<file path="config.mk">
export PLATFORM = sky130hd
export DESIGN_NAME = core_l2_port
export DESIGN_NICKNAME = d
export VERILOG_FILES = /design/src/hw/core_pkg.sv /design/src/hw/l2_pkg.sv /design/src/hw/core_l2_port.sv /design/src/hw/l2_arbiter_mux.sv /design/src/hw/store_buffer.sv /design/src/hw/l1_miss_queue.sv
export SDC_FILE = /design/constraint.sdc
export NUM_CORES = 1
export LEC_CHECK = 0
export BUFFER_PORTS_ARGS = -buffer_cell sky130_fd_sc_hd__buf_2
export CORE_UTILIZATION = 39
export CTS_BUF_LIST = sky130_fd_sc_hd__clkbuf_8
export DETAILED_ROUTE_END_ITERATION = 12
export PLACE_DENSITY = 0.69
export REMOVE_ABC_BUFFERS = 1
export SLEW_MARGIN = 10
export SYNTH_ARGS = -nofsm -noshare
export SYNTH_HDL_FRONTEND = slang
export SYNTH_SLANG_ARGS = --single-unit
</file>
<file path="constraint.sdc">
create_clock -name clk -period 53.7 [get_ports clk]
set_input_delay 13.425 -clock clk [delete_from_list [all_inputs] [get_ports clk]]
set_output_delay 13.425 -clock clk [all_outputs]
set_load 0.05 [all_outputs]
</file>
<file path="src/hw/core_pkg.sv">
/*
 * Core geometry shared by the miss queues and the store buffer.
 * Four strands and 16-byte lines. Mask bit b enables data bits [8b+7:8b].
 * The byte address is read either as tag/set/offset or as line/offset.
 */

package core_pkg;

	localparam int NUM_STRANDS = 4;
	localparam int LINE_BYTES = 16;
	localparam int OFFSET_W = $clog2(LINE_BYTES);
	localparam int SET_W = 5;
	localparam int TAG_W = 32 - SET_W - OFFSET_W;
	localparam int LINE_ADDR_W = 32 - OFFSET_W;

	typedef logic [$clog2(NUM_STRANDS)-1:0] strand_t;
	typedef logic [LINE_BYTES*8-1:0] line_data_t;
	typedef logic [LINE_BYTES-1:0] line_mask_t;

	// L1 view, used for the store buffer compare
	typedef struct packed {
		logic [TAG_W-1:0] tag;
		logic [SET_W-1:0] set;
		logic [OFFSET_W-1:0] offset;
	} l1_tso_t;

	// L2 view, the offset is dropped on requests
	typedef struct packed {
		logic [LINE_ADDR_W-1:0] line;
		logic [OFFSET_W-1:0] offset;
	} l1_line_t;

	typedef union packed {
		l1_tso_t tso;
		l1_line_t ln;
	} l1_addr_u;

	typedef struct packed {
		logic valid;
		strand_t strand;
		l1_addr_u addr;
	} miss_req_t;

	typedef struct packed {
		logic valid;
		strand_t strand;
		l1_addr_u addr;
		line_data_t data;
		line_mask_t mask;
	} store_req_t;

endpackage
</file>
<file path="src/hw/l2_pkg.sv">
/*
 * L2 request and response formats.
 * Requests are held until acknowledged; responses have no back-pressure.
 * A response is meant for the requester whose unit it carries.
 */

package l2_pkg;

	typedef enum logic [1:0] {
		UNIT_ICACHE = 2'd0,
		UNIT_DCACHE = 2'd1,
		UNIT_STBUF = 2'd2
	} l2_unit_t;

	typedef enum logic [2:0] {
		OP_LOAD = 3'd0,
		OP_STORE = 3'd1
	} l2_op_t;

	localparam int NUM_REQUESTERS = 3;

	typedef struct packed {
		logic valid;
		l2_unit_t unit;
		core_pkg::strand_t strand;
		l2_op_t op;
		logic [core_pkg::LINE_ADDR_W-1:0] address;
		core_pkg::line_data_t data;
		core_pkg::line_mask_t mask;
	} l2_req_t;

	// Status is passed through, no unit acts on it yet
	typedef struct packed {
		logic valid;
		logic status;
		l2_unit_t unit;
		core_pkg::strand_t strand;
		core_pkg::line_data_t data;
	} l2_resp_t;

endpackage

</file>
<file path="src/hw/core_l2_port.sv">
`timescale 1ns/1ns
/*
 * Memory side of a four-strand core: two miss queues, a store buffer
 * and the arbiter onto the single L2 request port.
 * The pipeline and the L1 arrays sit outside, behind these ports.
 */

module core_l2_port (
	input  logic                             clk,
	input  logic                             rst_n_i,
	input  core_pkg::miss_req_t              imiss_i,
	input  core_pkg::miss_req_t              dmiss_i,
	input  core_pkg::store_req_t             store_i,
	input  core_pkg::l1_addr_u               load_addr_i,
	input  core_pkg::strand_t                load_strand_i,
	input  core_pkg::line_data_t             cache_data_i,
	output core_pkg::line_data_t             load_data_o,
	output logic [core_pkg::NUM_STRANDS-1:0] i_load_complete_o,
	output logic [core_pkg::NUM_STRANDS-1:0] d_load_complete_o,
	output logic [core_pkg::NUM_STRANDS-1:0] store_resume_o,
	output logic                             rollback_o,
	output l2_pkg::l2_req_t                  pci_o,
	input  logic                             pci_ack_i,
	input  l2_pkg::l2_resp_t                 cpi_i
);

	import l2_pkg::*;

	l2_req_t icache_req;
	l2_req_t dcache_req;
	l2_req_t stbuf_req;
	logic icache_ack;
	logic dcache_ack;
	logic stbuf_ack;

	l1_miss_queue #(
		.UNIT_ID(UNIT_ICACHE)
	) u_icache_miss (
		.clk(clk),
		.rst_n_i(rst_n_i),
		.miss_i(imiss_i),
		.cpi_i(cpi_i),
		.pci_ack_i(icache_ack),
		.pci_o(icache_req),
		.load_complete_o(i_load_complete_o)
	);

	l1_miss_queue #(
		.UNIT_ID(UNIT_DCACHE)
	) u_dcache_miss (
		.clk(clk),
		.rst_n_i(rst_n_i),
		.miss_i(dmiss_i),
		.cpi_i(cpi_i),
		.pci_ack_i(dcache_ack),
		.pci_o(dcache_req),
		.load_complete_o(d_load_complete_o)
	);

	store_buffer u_store_buffer (
		.clk(clk),
		.rst_n_i(rst_n_i),
		.store_i(store_i),
		.load_addr_i(load_addr_i),
		.load_strand_i(load_strand_i),
		.cache_data_i(cache_data_i),
		.cpi_i(cpi_i),
		.pci_ack_i(stbuf_ack),
		.pci_o(stbuf_req),
		.load_data_o(load_data_o),
		.store_resume_o(store_resume_o),
		.rollback_o(rollback_o)
	);

	l2_arbiter_mux u_l2_arbiter (
		.clk(clk),
		.rst_n_i(rst_n_i),
		.icache_req_i(icache_req),
		.dcache_req_i(dcache_req),
		.stbuf_req_i(stbuf_req),
		.pci_ack_i(pci_ack_i),
		.pci_o(pci_o),
		.icache_ack_o(icache_ack),
		.dcache_ack_o(dcache_ack),
		.stbuf_ack_o(stbuf_ack)
	);

endmodule

</file>
<file path="src/hw/l2_arbiter_mux.sv">
`timescale 1ns/1ns
/*
 * Round-robin choice among the icache, dcache and store buffer requests.
 * The grant is combinational and locked until pci_ack_i.
 * Requesters must hold their request unchanged until acknowledged.
 */

module l2_arbiter_mux (
	input  logic            clk,
	input  logic            rst_n_i,
	input  l2_pkg::l2_req_t icache_req_i,
	input  l2_pkg::l2_req_t dcache_req_i,
	input  l2_pkg::l2_req_t stbuf_req_i,
	input  logic            pci_ack_i,
	output l2_pkg::l2_req_t pci_o,
	output logic            icache_ack_o,
	output logic            dcache_ack_o,
	output logic            stbuf_ack_o
);

	import l2_pkg::*;

	// Indexed by unit code
	l2_req_t reqs [NUM_REQUESTERS];
	logic [1:0] rr_ptr_q;
	logic locked_q;
	logic [1:0] lock_sel_q;
	logic [1:0] sel;
	logic grant;
	int cand;

	assign reqs[UNIT_ICACHE] = icache_req_i;
	assign reqs[UNIT_DCACHE] = dcache_req_i;
	assign reqs[UNIT_STBUF] = stbuf_req_i;

	always_comb begin
		sel = lock_sel_q;
		grant = locked_q;
		cand = 0;
		if (!locked_q) begin
			// Walk backwards so the requester nearest the pointer wins
			for (int i = NUM_REQUESTERS - 1; i >= 0; i--) begin
				cand = (int'(rr_ptr_q) + i) % NUM_REQUESTERS;
				if (reqs[cand].valid) begin
					sel = 2'(cand);
					grant = 1'b1;
				end
			end
		end
	end

	assign pci_o = grant ? reqs[sel] : '0;

	assign icache_ack_o = pci_ack_i && grant && (sel == 2'(UNIT_ICACHE));
	assign dcache_ack_o = pci_ack_i && grant && (sel == 2'(UNIT_DCACHE));
	assign stbuf_ack_o = pci_ack_i && grant && (sel == 2'(UNIT_STBUF));

	always_ff @(posedge clk) begin
		if (!rst_n_i) begin
			rr_ptr_q <= '0;
			locked_q <= 1'b0;
			lock_sel_q <= '0;
		end else if (grant && pci_ack_i) begin
			locked_q <= 1'b0;
			rr_ptr_q <= (sel == 2'(NUM_REQUESTERS - 1)) ? 2'd0 : sel + 2'd1;
		end else if (grant) begin
			locked_q <= 1'b1;
			lock_sel_q <= sel;
		end
	end

endmodule

</file>
<file path="src/hw/store_buffer.sv">
`timescale 1ns/1ns
/*
 * One store line per strand, held until L2 confirms the write.
 * A store to a strand whose entry is occupied is dropped and rolled back.
 * Loads from the same strand and line see the pending bytes merged in.
 */

module store_buffer (
	input  logic                             clk,
	input  logic                             rst_n_i,
	input  core_pkg::store_req_t             store_i,
	input  core_pkg::l1_addr_u               load_addr_i,
	input  core_pkg::strand_t                load_strand_i,
	input  core_pkg::line_data_t             cache_data_i,
	input  l2_pkg::l2_resp_t                 cpi_i,
	input  logic                             pci_ack_i,
	output l2_pkg::l2_req_t                  pci_o,
	output core_pkg::line_data_t             load_data_o,
	output logic [core_pkg::NUM_STRANDS-1:0] store_resume_o,
	output logic                             rollback_o
);

	import core_pkg::*;
	import l2_pkg::*;

	logic [NUM_STRANDS-1:0] entry_valid_q;
	logic [NUM_STRANDS-1:0] issued_q;
	l1_addr_u addr_q [NUM_STRANDS];
	line_data_t data_q [NUM_STRANDS];
	line_mask_t mask_q [NUM_STRANDS];
	logic hold_q;
	strand_t hold_strand_q;
	logic [NUM_STRANDS-1:0] waiting;
	strand_t first_waiting;
	strand_t sel_strand;
	logic store_accept;
	logic resp_hit;
	logic fwd_hit;

	assign waiting = entry_valid_q & ~issued_q;
	assign store_accept = store_i.valid && !entry_valid_q[store_i.strand];
	assign resp_hit = cpi_i.valid && (cpi_i.unit == UNIT_STBUF);

	always_comb begin
		first_waiting = '0;
		for (int s = NUM_STRANDS - 1; s >= 0; s--) begin
			if (waiting[s]) begin
				first_waiting = strand_t'(s);
			end
		end
	end

	assign sel_strand = hold_q ? hold_strand_q : first_waiting;

	always_comb begin
		pci_o = '0;
		pci_o.valid = |waiting;
		pci_o.unit = UNIT_STBUF;
		pci_o.strand = sel_strand;
		pci_o.op = OP_STORE;
		pci_o.address = addr_q[sel_strand].ln.line;
		pci_o.data = data_q[sel_strand];
		pci_o.mask = mask_q[sel_strand];
	end

	// Only the loading strand's own entry is visible to it
	assign fwd_hit = entry_valid_q[load_strand_i]
		&& (addr_q[load_strand_i].tso.tag == load_addr_i.tso.tag)
		&& (addr_q[load_strand_i].tso.set == load_addr_i.tso.set);

	always_comb begin
		load_data_o = cache_data_i;
		for (int b = 0; b < LINE_BYTES; b++) begin
			if (fwd_hit && mask_q[load_strand_i][b]) begin
				load_data_o[b*8 +: 8] = data_q[load_strand_i][b*8 +: 8];
			end
		end
	end

	always_ff @(posedge clk) begin
		if (store_accept) begin
			addr_q[store_i.strand] <= store_i.addr;
			data_q[store_i.strand] <= store_i.data;
			mask_q[store_i.strand] <= store_i.mask;
		end
	end

	always_ff @(posedge clk) begin
		if (!rst_n_i) begin
			entry_valid_q <= '0;
			issued_q <= '0;
			hold_q <= 1'b0;
			hold_strand_q <= '0;
			store_resume_o <= '0;
			rollback_o <= 1'b0;
		end else begin
			store_resume_o <= '0;
			rollback_o <= store_i.valid && !store_accept;

			if (pci_o.valid && pci_ack_i) begin
				issued_q[sel_strand] <= 1'b1;
				hold_q <= 1'b0;
			end else if (pci_o.valid) begin
				hold_q <= 1'b1;
				hold_strand_q <= sel_strand;
			end

			// Entry frees on the same edge the resume pulse starts
			if (resp_hit) begin
				entry_valid_q[cpi_i.strand] <= 1'b0;
				issued_q[cpi_i.strand] <= 1'b0;
				store_resume_o[cpi_i.strand] <= 1'b1;
			end

			if (store_accept) begin
				entry_valid_q[store_i.strand] <= 1'b1;
				issued_q[store_i.strand] <= 1'b0;
			end
		end
	end

endmodule

</file>
<file path="src/hw/l1_miss_queue.sv">
`timescale 1ns/1ns
/*
 * One pending miss per strand, issued to L2 as a line load.
 * The pipeline must not raise a miss on a strand that is still pending.
 * Lowest waiting strand goes first; an unacknowledged request is held.
 */

module l1_miss_queue #(
	parameter l2_pkg::l2_unit_t UNIT_ID = l2_pkg::UNIT_ICACHE
) (
	input  logic                            clk,
	input  logic                            rst_n_i,
	input  core_pkg::miss_req_t             miss_i,
	input  l2_pkg::l2_resp_t                cpi_i,
	input  logic                            pci_ack_i,
	output l2_pkg::l2_req_t                 pci_o,
	output logic [core_pkg::NUM_STRANDS-1:0] load_complete_o
);

	import core_pkg::*;
	import l2_pkg::*;

	logic [NUM_STRANDS-1:0] pending_q;
	logic [NUM_STRANDS-1:0] issued_q;
	logic [LINE_ADDR_W-1:0] line_q [NUM_STRANDS];
	logic hold_q;
	strand_t hold_strand_q;
	logic [NUM_STRANDS-1:0] waiting;
	strand_t first_waiting;
	strand_t sel_strand;
	logic resp_hit;

	assign waiting = pending_q & ~issued_q;

	always_comb begin
		first_waiting = '0;
		for (int s = NUM_STRANDS - 1; s >= 0; s--) begin
			if (waiting[s]) begin
				first_waiting = strand_t'(s);
			end
		end
	end

	// Keep the same strand on the port until it is acknowledged
	assign sel_strand = hold_q ? hold_strand_q : first_waiting;
	assign resp_hit = cpi_i.valid && (cpi_i.unit == UNIT_ID);

	always_comb begin
		pci_o = '0;
		pci_o.valid = |waiting;
		pci_o.unit = UNIT_ID;
		pci_o.strand = sel_strand;
		pci_o.op = OP_LOAD;
		pci_o.address = line_q[sel_strand];
	end

	always_ff @(posedge clk) begin
		if (miss_i.valid) begin
			line_q[miss_i.strand] <= miss_i.addr.ln.line;
		end
	end

	always_ff @(posedge clk) begin
		if (!rst_n_i) begin
			pending_q <= '0;
			issued_q <= '0;
			hold_q <= 1'b0;
			hold_strand_q <= '0;
			load_complete_o <= '0;
		end else begin
			load_complete_o <= '0;

			if (pci_o.valid && pci_ack_i) begin
				issued_q[sel_strand] <= 1'b1;
				hold_q <= 1'b0;
			end else if (pci_o.valid) begin
				hold_q <= 1'b1;
				hold_strand_q <= sel_strand;
			end

			if (resp_hit) begin
				pending_q[cpi_i.strand] <= 1'b0;
				issued_q[cpi_i.strand] <= 1'b0;
				load_complete_o[cpi_i.strand] <= 1'b1;
			end

			// New miss last, it owns the entry from here on
			if (miss_i.valid) begin
				pending_q[miss_i.strand] <= 1'b1;
				issued_q[miss_i.strand] <= 1'b0;
			end
		end
	end

endmodule

</file>
==> run metrics <==
outcome=finished, final reports clean; clock latency on the worst-skew pair=0.84 ns; floorplan core area=0.111 mm^2; Ports=869; number of fill cells=9537; Die Footprint=0.114 mm^2; setup_tns=0 ns; Tcrit/Tclk final=60.0%; maximum number of pins on one net before global-route repair=81; Least-Margin Pin Slew=1.11 ns; total of hold buffers inserted after clock tree synthesis=0; unrepaired setup endpoints after global routing=false; part of the Yosys area used for sequential elements=64.4%; launching point of the worst reg2reg path=u_store_buffer.entry_valid_q[1]; routed via count=25900; clock buffer count from CTS=157; Max Cap Violations=0; number of port buffers=721; Setup Skew=0.0298 ns; drt initial violations=1796; logic gate share of total power=30.4%; yosys synthesis warning count=0; 1st-pass router iterations=5; worst relative slew slack=25.9%; Post-CTS Setup Bufs=0; area taken by multi-input logic gates=0.0149 mm^2; Tot Pwr=2.07 mW; layout net count=3690; fraction of power consumed by sequential logic=41.8%; fraction of final layout cells sized beyond drive strength 1=42.9%; switching share of power=36.4%; count of antenna-violating nets left after detailed routing=0; total internal power=1.32 mW; HPWL Detailed=81.0 mm; synth-to-layout area growth=18.2%; Setup-failing EPs final=0; wire length of the first global-routing pass=172 mm; CP peak stage delay=0.96 ns; storage element area=0.0284 mm^2; height of the die=338 um; Post-Place Setup Slack=21.23 ns; H-tree lvl count=4; Peak VDD IR=45.5 uV; remaining design rule violation count=0; via count of the first global-routing pass=26400; drt total wl=118 mm; proportion of power drawn by the clock network=27.8%; initial core utilization=39.6%; Num Clock Sinks=963; Main synth FF type=sky130_fd_sc_hd__edfxtp_1; power spent charging and discharging nets=0.754 mW; Synth Instances=2379; final count of hold timing violations=0; slowest stage cell, crit path=sky130_fd_sc_hd__nor2b_1; Leak Pwr=19.7 nW; final global-route overflow total=0; path class of the lowest-slack min-delay path=flip-flop to flip-flop; data arrival time of the critical path=18.78 ns; die outline width=338 um; maximum count of clock buffers along a single path=3; number of enable flip-flop cells after synthesis=912; list of cells traversed by the critical path=buf_8 -> buf_4 -> mux4_2 -> xor2_1 -> nor4_1 -> nand2_1 -> or4_4 -> nor2b_1 -> mux2_2 -> buf_2; cell area power density=39.7 mW/mm^2; buffer type at the clock tree root=sky130_fd_sc_hd__clkbuf_8; clock transition at the registers of the reported paths=0.06 ns; number of placement rows=122; TritonCTS clock tree=yes; CTS resizes=0; vias per cell=5.43; launch instance of the worst min-delay path=u_icache_miss.issued_q[0]; worst-path maximum fanout=51; Tmin final=32.21 ns; flop and latch count out of synthesis=963; top achievable clock speed=0.0311 GHz; count of distinct cell types in the synthesized netlist=75; fraction of registers with async set or reset after synthesis=0%; post-layout worst setup margin=21.49 ns; Critical path origin=load_strand_i[0]; average wire per cell in the routed design=24.8 um; startpoint types=input port; global-route usage over all layers=20.4%; required time of the worst setup path=40.27 ns; antenna violations before repair=74; gpl congestion=0.808; Worst Setup End Kind=output pin; post-synthesis area per instance=18.5 um^2; post-synthesis instance area=0.0441 mm^2; Critical Setup Path Class=input port to output pin; max-slew violation count=0
-- worst paths after layout --
check	endpoint	slack, ns	cells past startpoint
setup / recovery	load_data_o[18]	21.49	10
hold / removal	u_icache_miss.issued_q[0]	0.47	1
setup reg to reg	u_dcache_miss.hold_strand_q[0]	50.14	8
hold reg to reg	u_icache_miss.issued_q[0]	0.47	1
-- stage by stage --
stage | area [um^2] | utilization, % | instances | hold WS, ns
floorplan | 43300 | - | 2211 | 0.433
global placement | 49300 | 44.2 | 4469 | 0.446
detailed placement | 49300 | 44.2 | 4469 | 0.455
CTS | 52000 | 46.7 | 4743 | 0.471
global route | 52100 | 46.7 | 4756 | 0.488
finish | 52100 | 46.8 | 4770 | 0.475
-- state kept, by name (all words and copies together), names as in the netlist, 4 cells and up --
name and cells:
u_store_buffer.addr_q 112, u_dcache_miss.line_q 112, u_store_buffer.mask_q 64, u_store_buffer.issued_q 4, u_icache_miss.pending_q 4, u_store_buffer.data_q 512, u_icache_miss.issued_q 4, u_icache_miss.line_q 112
u_store_buffer.entry_valid_q 4, u_store_buffer.store_resume_o 4, u_dcache_miss.pending_q 4, u_dcache_miss.issued_q 4, u_icache_miss.load_complete_o 4, u_dcache_miss.load_complete_o 4
-- per-layer routing --
layer,global-route usage [%],wire length [um],vias up
met2,34.7,60100,1137
met4,8.14,3890,52
met5,0,332,-
met1,24.3,44300,13100
met3,5.81,9690,258
li1,-,-,11300
-- critical path: cells and delay by family --
kind / cells / cell delay (ns)
xor+xnor: 1 / 0.16
buf+inv: 3 / 1.33
mux: 2 / 1.02
simple gates: 4 / 2.67
-- cells in the mapped netlist (3+ instances only) --
master	number	share of area, %
sky130_fd_sc_hd__a211oi_1	4	0.068
sky130_fd_sc_hd__a21oi_1	49	0.56
sky130_fd_sc_hd__a31oi_1	7	0.099
sky130_fd_sc_hd__a41oi_1	5	0.099
sky130_fd_sc_hd__and2_0	17	0.24
sky130_fd_sc_hd__and2_1	158	2.2
sky130_fd_sc_hd__and3_1	7	0.099
sky130_fd_sc_hd__and4b_1	3	0.068
sky130_fd_sc_hd__buf_1	12	0.10
sky130_fd_sc_hd__buf_2	40	0.45
sky130_fd_sc_hd__buf_4	12	0.20
sky130_fd_sc_hd__buf_6	12	0.31
sky130_fd_sc_hd__clkbuf_1	92	0.78
sky130_fd_sc_hd__dfxtp_1	51	2.3
sky130_fd_sc_hd__edfxtp_1	912	62
sky130_fd_sc_hd__inv_1	9	0.077
sky130_fd_sc_hd__mux2_1	66	1.7
sky130_fd_sc_hd__mux2_2	46	1.2
sky130_fd_sc_hd__mux2_4	16	0.55
sky130_fd_sc_hd__mux2i_1	225	5.1
sky130_fd_sc_hd__mux4_2	336	17
sky130_fd_sc_hd__nand2_1	38	0.32
sky130_fd_sc_hd__nand2b_1	10	0.14
sky130_fd_sc_hd__nand3_1	11	0.12
sky130_fd_sc_hd__nand3b_1	6	0.10
sky130_fd_sc_hd__nand4_1	4	0.057
sky130_fd_sc_hd__nor2_1	37	0.32
sky130_fd_sc_hd__nor2b_1	27	0.38
sky130_fd_sc_hd__nor2b_4	10	0.31
sky130_fd_sc_hd__nor3_1	15	0.17
sky130_fd_sc_hd__nor3b_1	3	0.051
sky130_fd_sc_hd__nor4_1	16	0.23
sky130_fd_sc_hd__o211a_1	3	0.068
sky130_fd_sc_hd__o21a_1	4	0.068
sky130_fd_sc_hd__o21ai_0	34	0.39
sky130_fd_sc_hd__o2bb2ai_1	3	0.060
sky130_fd_sc_hd__o311ai_0	3	0.060
sky130_fd_sc_hd__o41ai_1	5	0.099
sky130_fd_sc_hd__xnor2_1	5	0.099
sky130_fd_sc_hd__xor2_1	16	0.32
-- cell type report --
class	count	share of cell area (%)
clock buffer	158	4.17
sequential	963	54.5
clock inverter	116	1.19
inverter	10	0.0864
multi-input combinational	1238	28.6
antenna	27	0.130
timing repair buffer	770	7.69
tap	1488	3.57
-- power by group through the flow --
stage	Sequential [mW]	Clock (mW)	Combinational, mW
after floorplan	0.885	0	0.486
after global placement	0.879	0	0.631
after detailed placement	0.881	0	0.632
after CTS	0.866	0.592	0.633
after global routing	0.868	0.622	0.661
final	0.866	0.576	0.629
-- kinds of logic after synthesis --
kind of cell / synth area share [%]
other cells: 0.00851
flops: 64.4
simple gates: 5.20
xor+xnor: 0.417
compound gates: 2.19
buf+inv: 1.97
fa+ha+maj: 0.0823
mux: 25.7
-- layout by cell type (no fill, tap or decap), types with 11 or more instances in the layout --
| cell type | count |
|---|---|
| sky130_fd_sc_hd__mux2i_1 | 224 |
| sky130_fd_sc_hd__o21ai_0 | 34 |
| sky130_fd_sc_hd__buf_2 | 719 |
| sky130_fd_sc_hd__nor3_1 | 14 |
| sky130_fd_sc_hd__nand2_1 | 38 |
| sky130_fd_sc_hd__mux2_1 | 66 |
| sky130_fd_sc_hd__mux2_4 | 16 |
| sky130_fd_sc_hd__nand3_1 | 11 |
| sky130_fd_sc_hd__dfxtp_1 | 51 |
| sky130_fd_sc_hd__nor4_1 | 16 |
| sky130_fd_sc_hd__clkbuf_8 | 158 |
| sky130_fd_sc_hd__mux2_2 | 46 |
| sky130_fd_sc_hd__nor2_1 | 34 |
| sky130_fd_sc_hd__edfxtp_1 | 912 |
| sky130_fd_sc_hd__xor2_1 | 16 |
| sky130_fd_sc_hd__diode_2 | 27 |
| sky130_fd_sc_hd__buf_4 | 48 |
| sky130_fd_sc_hd__nor2b_1 | 27 |
| sky130_fd_sc_hd__a21oi_1 | 46 |
| sky130_fd_sc_hd__inv_1 | 63 |
| sky130_fd_sc_hd__and2_1 | 158 |
| sky130_fd_sc_hd__and2_0 | 17 |
| sky130_fd_sc_hd__clkinv_1 | 34 |
| sky130_fd_sc_hd__mux4_2 | 336 |
Power figures use the tool's default switching activity.
